===== src/viterbi_pkg.sv =====
`default_nettype none

package viterbi_pkg;

    ////////////////////////////////////////////////////////////////////////////
    // code definition
    ////////////////////////////////////////////////////////////////////////////

    localparam int CONSTRAINT_LEN = 5;
    // state keeps the last four input bits, newest in the msb
    localparam int STATE_W = CONSTRAINT_LEN - 1;
    localparam int NUM_STATES = 1 << STATE_W;

    // taps over {new input bit, state bits}, msb is the new input bit
    localparam logic [CONSTRAINT_LEN-1:0] GEN_POLY_0 = 5'o23;
    localparam logic [CONSTRAINT_LEN-1:0] GEN_POLY_1 = 5'o35;

    ////////////////////////////////////////////////////////////////////////////
    // decoder sizing
    ////////////////////////////////////////////////////////////////////////////

    // traceback window in symbols
    localparam int TB_DEPTH = 20;
    // survivor ring, next power of two above the window
    localparam int SURV_DEPTH = 32;
    localparam int SURV_AW = $clog2(SURV_DEPTH);

    localparam int METRIC_W = 7;

    // input buffer depth, also the credits upstream starts with
    localparam int IN_CREDITS = 4;
    // credits held towards the output sink after reset
    localparam int OUT_CREDITS = 4;

    ////////////////////////////////////////////////////////////////////////////
    // shared types
    ////////////////////////////////////////////////////////////////////////////

    typedef logic [METRIC_W-1:0] metric_t;

    // one received hard-decision symbol
    typedef struct packed {
        logic g0;
        logic g1;
    } code_sym_t;

    // bit s set when state s took its odd predecessor
    typedef logic [NUM_STATES-1:0] decision_t;

    typedef logic [SURV_AW-1:0] surv_addr_t;

endpackage

`default_nettype wire


===== src/symbol_fifo.sv =====
`timescale 1ns/1ns
`default_nettype none

module symbol_fifo (
    input  logic                  clk,
    input  logic                  rst_n,
    input  logic                  push,
    input  viterbi_pkg::code_sym_t din,
    input  logic                  pop,
    output viterbi_pkg::code_sym_t head,
    output logic                  not_empty
);

    viterbi_pkg::code_sym_t mem [viterbi_pkg::IN_CREDITS];

    logic [$clog2(viterbi_pkg::IN_CREDITS)-1:0] wr_ptr;
    logic [$clog2(viterbi_pkg::IN_CREDITS)-1:0] rd_ptr;
    logic [$clog2(viterbi_pkg::IN_CREDITS+1)-1:0] count;

    // pointers and occupancy, upstream credits keep count below overflow
    always_ff @(posedge clk) begin
        if (!rst_n) begin
            wr_ptr <= '0;
            rd_ptr <= '0;
            count  <= '0;
        end else begin
            if (push) begin
                wr_ptr <= wr_ptr + 1'b1;
            end
            if (pop) begin
                rd_ptr <= rd_ptr + 1'b1;
            end
            case ({push, pop})
                2'b10:   count <= count + 1'b1;
                2'b01:   count <= count - 1'b1;
                default: count <= count;
            endcase
        end
    end

    always_ff @(posedge clk) begin
        if (push) begin
            mem[wr_ptr] <= din;
        end
    end

    assign head      = mem[rd_ptr];
    assign not_empty = (count != '0);

endmodule

`default_nettype wire


===== src/acs_array.sv =====
`timescale 1ns/1ns
`default_nettype none

module acs_array (
    input  logic                   clk,
    input  logic                   rst_n,
    input  logic                   step,
    input  viterbi_pkg::code_sym_t sym,
    output viterbi_pkg::decision_t decision,
    output viterbi_pkg::metric_t   metrics [viterbi_pkg::NUM_STATES]
);

    viterbi_pkg::metric_t   sum_even   [viterbi_pkg::NUM_STATES];
    viterbi_pkg::metric_t   sum_odd    [viterbi_pkg::NUM_STATES];
    viterbi_pkg::metric_t   nxt_metric [viterbi_pkg::NUM_STATES];
    viterbi_pkg::decision_t nxt_decision;
    logic [viterbi_pkg::NUM_STATES-1:0] top_bits;
    logic                               norm;

    // hamming distance between the received pair and the pair coded on a branch
    function automatic logic [1:0] branch_dist(
        input logic [viterbi_pkg::CONSTRAINT_LEN-1:0] path,
        input viterbi_pkg::code_sym_t                 rx
    );
        logic exp0;
        logic exp1;
        exp0 = ^(path & viterbi_pkg::GEN_POLY_0);
        exp1 = ^(path & viterbi_pkg::GEN_POLY_1);
        return {1'b0, exp0 ^ rx.g0} + {1'b0, exp1 ^ rx.g1};
    endfunction

    ////////////////////////////////////////////////////////////////////////////
    // add-compare-select, one butterfly half per state
    ////////////////////////////////////////////////////////////////////////////

    for (genvar s = 0; s < viterbi_pkg::NUM_STATES; s++) begin : g_acs
        // encoder register on the branch into s is {s, low bit of predecessor}
        assign sum_even[s] = metrics[(2 * s) % viterbi_pkg::NUM_STATES]
            + viterbi_pkg::metric_t'(branch_dist({viterbi_pkg::STATE_W'(s), 1'b0}, sym));
        assign sum_odd[s] = metrics[(2 * s + 1) % viterbi_pkg::NUM_STATES]
            + viterbi_pkg::metric_t'(branch_dist({viterbi_pkg::STATE_W'(s), 1'b1}, sym));

        // strict compare, an equal sum stays with the even predecessor
        assign nxt_decision[s] = (sum_odd[s] < sum_even[s]);
        assign nxt_metric[s]   = nxt_decision[s] ? sum_odd[s] : sum_even[s];
        assign top_bits[s]     = nxt_metric[s][viterbi_pkg::METRIC_W-1];
    end

    // every survivor is in the upper half, shift them all down together
    assign norm = &top_bits;

    always_ff @(posedge clk) begin
        if (!rst_n) begin
            // encoder starts in state 0, the others begin far behind
            for (int s = 0; s < viterbi_pkg::NUM_STATES; s++) begin
                metrics[s] <= (s == 0) ? '0
                    : viterbi_pkg::metric_t'(1 << (viterbi_pkg::METRIC_W - 1));
            end
        end else if (step) begin
            for (int s = 0; s < viterbi_pkg::NUM_STATES; s++) begin
                metrics[s] <= {nxt_metric[s][viterbi_pkg::METRIC_W-1] & ~norm,
                               nxt_metric[s][viterbi_pkg::METRIC_W-2:0]};
            end
        end
    end

    always_ff @(posedge clk) begin
        if (step) begin
            decision <= nxt_decision;
        end
    end

endmodule

`default_nettype wire


===== src/survivor_ram.sv =====
`timescale 1ns/1ns
`default_nettype none

module survivor_ram (
    input  logic                    clk,
    input  logic                    rst_n,
    input  logic                    write,
    input  viterbi_pkg::decision_t  wdata,
    output viterbi_pkg::surv_addr_t waddr,
    input  viterbi_pkg::surv_addr_t raddr,
    output viterbi_pkg::decision_t  rdata
);

    viterbi_pkg::decision_t mem [viterbi_pkg::SURV_DEPTH];

    // ring pointer, wraps on its own since the depth is a power of two
    always_ff @(posedge clk) begin
        if (!rst_n) begin
            waddr <= '0;
        end else if (write) begin
            waddr <= waddr + 1'b1;
        end
    end

    always_ff @(posedge clk) begin
        if (write) begin
            mem[waddr] <= wdata;
        end
    end

    // asynchronous read so traceback advances one row per cycle
    assign rdata = mem[raddr];

endmodule

`default_nettype wire


===== src/traceback_unit.sv =====
`timescale 1ns/1ns
`default_nettype none

module traceback_unit (
    input  logic                    clk,
    input  logic                    rst_n,
    input  logic                    start,
    input  viterbi_pkg::metric_t    metrics [viterbi_pkg::NUM_STATES],
    input  viterbi_pkg::surv_addr_t newest,
    output viterbi_pkg::surv_addr_t raddr,
    input  viterbi_pkg::decision_t  rdata,
    output logic                    done,
    output logic                    dec_bit
);

    logic [viterbi_pkg::STATE_W-1:0] best_state;
    logic [viterbi_pkg::STATE_W-1:0] cur_state;
    logic [viterbi_pkg::STATE_W-1:0] prev_state;
    viterbi_pkg::metric_t            best_metric;
    viterbi_pkg::surv_addr_t         ptr;
    logic [$clog2(viterbi_pkg::TB_DEPTH)-1:0] walk_cnt;

    ////////////////////////////////////////////////////////////////////////////
    // best state search
    ////////////////////////////////////////////////////////////////////////////

    // linear scan, strict compare keeps the lowest index on a tie
    always_comb begin
        best_state  = '0;
        best_metric = metrics[0];
        for (int s = 1; s < viterbi_pkg::NUM_STATES; s++) begin
            if (metrics[s] < best_metric) begin
                best_metric = metrics[s];
                best_state  = viterbi_pkg::STATE_W'(s);
            end
        end
    end

    ////////////////////////////////////////////////////////////////////////////
    // backward walk
    ////////////////////////////////////////////////////////////////////////////

    // predecessor is the state shifted up with the decision bit shifted in
    assign prev_state = {cur_state[viterbi_pkg::STATE_W-2:0], rdata[cur_state]};
    assign raddr      = ptr;

    always_ff @(posedge clk) begin
        if (!rst_n) begin
            walk_cnt <= '0;
            done     <= 1'b0;
        end else begin
            done <= 1'b0;
            if (start) begin
                walk_cnt <= $bits(walk_cnt)'(viterbi_pkg::TB_DEPTH - 1);
            end else if (walk_cnt != '0) begin
                walk_cnt <= walk_cnt - 1'b1;
                // last row read, decoded bit is ready next cycle
                done     <= (walk_cnt == 1);
            end
        end
    end

    // first read is the row written while start is high
    always_ff @(posedge clk) begin
        if (start) begin
            cur_state <= best_state;
            ptr       <= newest;
        end else if (walk_cnt != '0) begin
            cur_state <= prev_state;
            ptr       <= ptr - 1'b1;
        end
    end

    // msb of a state is the input bit that entered it
    assign dec_bit = cur_state[viterbi_pkg::STATE_W-1];

endmodule

`default_nettype wire


===== src/viterbi_decoder.sv =====
`timescale 1ns/1ns
`default_nettype none

module viterbi_decoder (
    input  logic                   clk,
    input  logic                   rst_n,
    input  logic                   sym_valid,
    input  viterbi_pkg::code_sym_t sym,
    output logic                   sym_credit,
    output logic                   out_valid,
    output logic                   out_bit,
    input  logic                   out_credit
);

    typedef enum logic [1:0] {
        SEQ_IDLE,
        SEQ_ACS,
        SEQ_TRACE
    } seq_state_t;

    seq_state_t                       seq_state;
    viterbi_pkg::code_sym_t           head;
    logic                             not_empty;
    logic                             accept;
    logic                             window_full;
    logic                             surv_write;
    logic                             tb_start;
    logic                             tb_done;
    logic                             tb_bit;
    viterbi_pkg::decision_t           decision;
    viterbi_pkg::decision_t           surv_rdata;
    viterbi_pkg::metric_t             metrics [viterbi_pkg::NUM_STATES];
    viterbi_pkg::surv_addr_t          surv_waddr;
    viterbi_pkg::surv_addr_t          surv_raddr;
    logic [$clog2(viterbi_pkg::TB_DEPTH)-1:0]      sym_count;
    logic [$clog2(viterbi_pkg::OUT_CREDITS+1)-1:0] out_credits;

    ////////////////////////////////////////////////////////////////////////////
    // sequencer
    ////////////////////////////////////////////////////////////////////////////

    // saturates once enough steps are stored for a full traceback
    assign window_full = (sym_count == $bits(sym_count)'(viterbi_pkg::TB_DEPTH - 1));

    // a symbol that will produce an output needs a credit in hand
    assign accept = (seq_state == SEQ_IDLE) && not_empty
                    && (!window_full || (out_credits != '0));

    assign sym_credit = accept;
    assign surv_write = (seq_state == SEQ_ACS);
    assign tb_start   = (seq_state == SEQ_ACS) && window_full;

    always_ff @(posedge clk) begin
        if (!rst_n) begin
            seq_state <= SEQ_IDLE;
            sym_count <= '0;
        end else begin
            case (seq_state)
                SEQ_IDLE: begin
                    if (accept) begin
                        seq_state <= SEQ_ACS;
                    end
                end
                SEQ_ACS: begin
                    if (window_full) begin
                        seq_state <= SEQ_TRACE;
                    end else begin
                        seq_state <= SEQ_IDLE;
                        sym_count <= sym_count + 1'b1;
                    end
                end
                SEQ_TRACE: begin
                    if (tb_done) begin
                        seq_state <= SEQ_IDLE;
                    end
                end
                default: seq_state <= SEQ_IDLE;
            endcase
        end
    end

    // output credits, one back per sink pulse and one spent per bit
    always_ff @(posedge clk) begin
        if (!rst_n) begin
            out_credits <= $bits(out_credits)'(viterbi_pkg::OUT_CREDITS);
        end else begin
            case ({out_credit, out_valid})
                2'b10:   out_credits <= out_credits + 1'b1;
                2'b01:   out_credits <= out_credits - 1'b1;
                default: out_credits <= out_credits;
            endcase
        end
    end

    assign out_valid = tb_done;
    assign out_bit   = tb_bit;

    ////////////////////////////////////////////////////////////////////////////
    // datapath
    ////////////////////////////////////////////////////////////////////////////

    symbol_fifo symbol_fifo_i (
        .clk       (clk),
        .rst_n     (rst_n),
        .push      (sym_valid),
        .din       (sym),
        .pop       (accept),
        .head      (head),
        .not_empty (not_empty)
    );

    acs_array acs_array_i (
        .clk      (clk),
        .rst_n    (rst_n),
        .step     (accept),
        .sym      (head),
        .decision (decision),
        .metrics  (metrics)
    );

    survivor_ram survivor_ram_i (
        .clk   (clk),
        .rst_n (rst_n),
        .write (surv_write),
        .wdata (decision),
        .waddr (surv_waddr),
        .raddr (surv_raddr),
        .rdata (surv_rdata)
    );

    traceback_unit traceback_unit_i (
        .clk     (clk),
        .rst_n   (rst_n),
        .start   (tb_start),
        .metrics (metrics),
        .newest  (surv_waddr),
        .raddr   (surv_raddr),
        .rdata   (surv_rdata),
        .done    (tb_done),
        .dec_bit (tb_bit)
    );

endmodule

`default_nettype wire


===== config.mk =====
export PLATFORM = sky130hd
export DESIGN_NAME = viterbi_decoder
export DESIGN_NICKNAME = d
export VERILOG_FILES = /design/src/viterbi_pkg.sv /design/src/symbol_fifo.sv /design/src/acs_array.sv /design/src/survivor_ram.sv /design/src/traceback_unit.sv /design/src/viterbi_decoder.sv
export SDC_FILE = /design/constraint.sdc
export NUM_CORES = 1
export LEC_CHECK = 0
export ABC_AREA = 1
export BUFFER_PORTS_ARGS = -buffer_cell sky130_fd_sc_hd__buf_2
export CAP_MARGIN = 30
export CORE_AREA = 2 2 330 332
export CTS_CLUSTER_SIZE = 24
export DETAILED_ROUTE_END_ITERATION = 12
export DIE_AREA = 0 0 332 334
export HOLD_SLACK_MARGIN = 0.12
export PLACE_DENSITY_LB_ADDON = 0.3
export SYNTH_ARGS = -nofsm -noshare
export SYNTH_HDL_FRONTEND = slang
export SYNTH_SLANG_ARGS = --single-unit
export TNS_END_PERCENT = 30

===== constraint.sdc =====
create_clock -name clk -period 52.9 [get_ports clk]
set_clock_uncertainty 0.05 [all_clocks]
set_input_delay 0 -clock clk [delete_from_list [all_inputs] [get_ports clk]]
set_output_delay 0 -clock clk [all_outputs]
set_load 0.03 [all_outputs]

==> flow_metrics.tcl <==
set metrics [dict create \
    clkSinkCount 692 \
    cts_hold_buffers 8 \
    core-area_sq_um 108000 \
    grt_remaining_overflow 0 \
    cp_max_fo 16 \
    fin_util 0.392 \
    clockBufferDepth 3 \
    finalMaxSlewViolations 0 \
    hold_viol 0 \
    wirelength_um 111000 \
    regArea_sq_um 19300 \
    place_hpwl_um 73400 \
    first_pass_iters 9 \
    cts_setup_buffers 0 \
    numCtsBuffers 77 \
    io_buffer_count 8 \
    area_growth_pct 10.4 \
    dp.cells 5450 \
    multiInputGateArea_sq_um 16800 \
    status "finished, final reports clean" \
    hp-class "in2reg" \
    via_count 29400 \
    gp_congestion 0.895 \
    synth-seq-cells 692 \
    yosysWarnings 0 \
    rsz0062_at_grt "false" \
    setup_viol 0 \
    clkSlewWorstSetupHoldPaths_ps 60 \
    antenna_found_initial 3 \
    ys_seq_area_frac 0.504 \
    dpl_cell_area_sq_um 39800 \
    maxCapViolCount 0 \
    start_util 0.355 \
    fmax_mhz 51.8 \
    cts_tree "done" \
    worstMarginPinSlew_ps 947 \
    final.period_utilization 0.365 \
    die_area_sq_um 111000 \
    crit_top_cell "ha_1" \
    route.detailed.drc 0 \
    synth_cell_type_count 44 \
    clockRootBuffer "clkbuf_16" \
    synth_nets 4421 \
    start_kind "flop" \
    chipWidth_um 332 \
    syn_inst 4176 \
    wl_per_cell_um 19.9 \
    ant_nets 0 \
    endpoint_kind "flop" \
    finalInstanceArea_sq_um 42300 \
    diodes 0 \
    stdcell_count 5592 \
    grt_max_degree 149 \
    htreeDepth 3 \
    relSlewSlack 0.369 \
    synth_area_sq_um 38300 \
    cp_data_required_time_ps 53350 \
    first_global_vias 27400 \
    grt_pass1_wl_um 169000 \
    drive_above_1_share 0.0673 \
    ios 9 \
    drtIter0Drc 2694 \
    cpPeakStageDelay_ps 420 \
    critPathKind "reg2reg" \
    period_needed_ps 19290 \
    worstPathArrival_ps 19740 \
    tns_ps 0 \
    cp_slowest_cell "dfxtp_1" \
    via_per_inst 5.25 \
    synth_area_per_cell_sq_um 9.18 \
    grtUsageTotal 0.197 \
    die_y_um 334 \
    insertion_delay_ps 640 \
    post_cts_resized 0 \
    fin_nets 4368 \
    fill_cells 10700 \
    rows 121 \
]
## final timing paths
| kind | to | startpoint | slack, ps | cells past startpoint |
|---|---|---|---|---|
| max | traceback_unit_i.cur_state[1] | acs_array_i.metrics[110] | 33610 | 92 |
| min | symbol_fifo_i.mem[2][0] | sym_valid | 250 | 4 |
| max reg2reg | traceback_unit_i.cur_state[1] | acs_array_i.metrics[110] | 33610 | 92 |
| min reg2reg | flop | symbol_fifo_i.rd_ptr[1] | 420 | 2 |
## cell type report
type / instances / area share
Clock buffer: 101 / 0.0489
Clock inverter: 33 / 0.00917
Inverter: 345 / 0.0309
Multi-Input combinational cell: 2921 / 0.397
Sequential cell: 692 / 0.457
Tap cell: 1414 / 0.0418
Timing Repair Buffer: 86 / 0.0156
## synthesized netlist by cell type, drive strengths merged
cell type | count | share of area
nor2 | 471 | 0.048
ha | 205 | 0.067
a31oi | 1 | 0.00016
a21boi | 1 | 0.00020
inv | 342 | 0.034
o221ai | 6 | 0.0014
o21a | 16 | 0.0031
a21o | 22 | 0.0043
o31ai | 2 | 0.00039
nand4 | 33 | 0.0054
nor4 | 2 | 0.00033
o32ai | 6 | 0.0014
a32oi | 2 | 0.00046
o21bai | 12 | 0.0024
fa | 34 | 0.018
a211oi | 3 | 0.00059
nor3 | 20 | 0.0026
dfxtp | 147 | 0.077
or2 | 8 | 0.0013
nand3 | 257 | 0.037
nand3b | 1 | 0.00020
xnor2 | 34 | 0.0078
xor2 | 131 | 0.030
a21oi | 303 | 0.043
edfxtp | 545 | 0.43
buf | 32 | 0.0060
o211ai | 10 | 0.0020
nor3b | 1 | 0.00020
clkinv | 3 | 0.00029
o22ai | 156 | 0.025
nand2 | 678 | 0.070
or4 | 1 | 0.00020
clkbuf | 186 | 0.018
o21ai | 505 | 0.066
## critical path, delay by kind of cell, from the launching register on
family          cells  cell delay (ps)
flops               1              420
simple gates       41             5050
buf+inv             3              220
compound gates     33             8820
fa+ha+maj          15             4560
## per-stage QoR
stage / hold WS, ps / worst slack, ps
after floorplan: 48.9 / 35660
after global placement: 185 / 34040
after detailed placement: 189 / 33620
after CTS: 211 / 33630
after global routing: 249 / 31620
final: 246 / 33610
## placed cells by master (no fill, tap or decap), types with 9 or more instances in the layout
master and instances:
a21o_1 22, a21oi_1 288, a21oi_4 12, buf_4 69, clkbuf_1 20, clkbuf_16 78, clkinv_1 11, clkinv_2 10
dfxtp_1 144, edfxtp_1 545, fa_1 34, ha_1 205, inv_1 335, nand2_1 648, nand2_2 21, nand2_4 9
nand3_1 246, nand3_4 11, nand4_1 33, nor2_1 449, nor2_2 22, nor3_1 19, o211ai_1 10, o21a_1 16
o21ai_0 499, o21bai_1 12, o22ai_1 156, xnor2_1 34, xor2_1 131
## cell families after synthesis
kind of cell / Yosys count / synth area share
AO/OA/AOI/OAI: 1045 / 0.151
XOR/XNOR: 165 / 0.0377
adder cells (fa/ha/maj): 239 / 0.0847
buffers and inverters: 563 / 0.0580
flip-flops: 692 / 0.504
AND/OR/NAND/NOR: 1472 / 0.165
## flip-flops by register name, summed over array words and instances (netlist names), named ones only
name and flops:
survivor_ram_i.mem 512, acs_array_i.metrics 112, acs_array_i.decision 16, symbol_fifo_i.mem 8, survivor_ram_i.waddr 5, sym_count 5, traceback_unit_i.raddr 5, traceback_unit_i.walk_cnt 5
traceback_unit_i.cur_state 4, out_credits 3, symbol_fifo_i.count 3, seq_state 2, symbol_fifo_i.rd_ptr 2, symbol_fifo_i.wr_ptr 2, traceback_unit_i.done 1
## per-layer routing
layer	vias to the layer above	wire, um	track usage
li1	14400	-	-
met1	14000	50200	0.274
met2	847	50900	0.315
met3	173	6660	0.0284
met5	-	34	0
met4	6	3310	0.0644
Power is left out: the tool's default activity adds up to more than one toggle a clock period on the data nets, which glitch-free logic cannot reach.
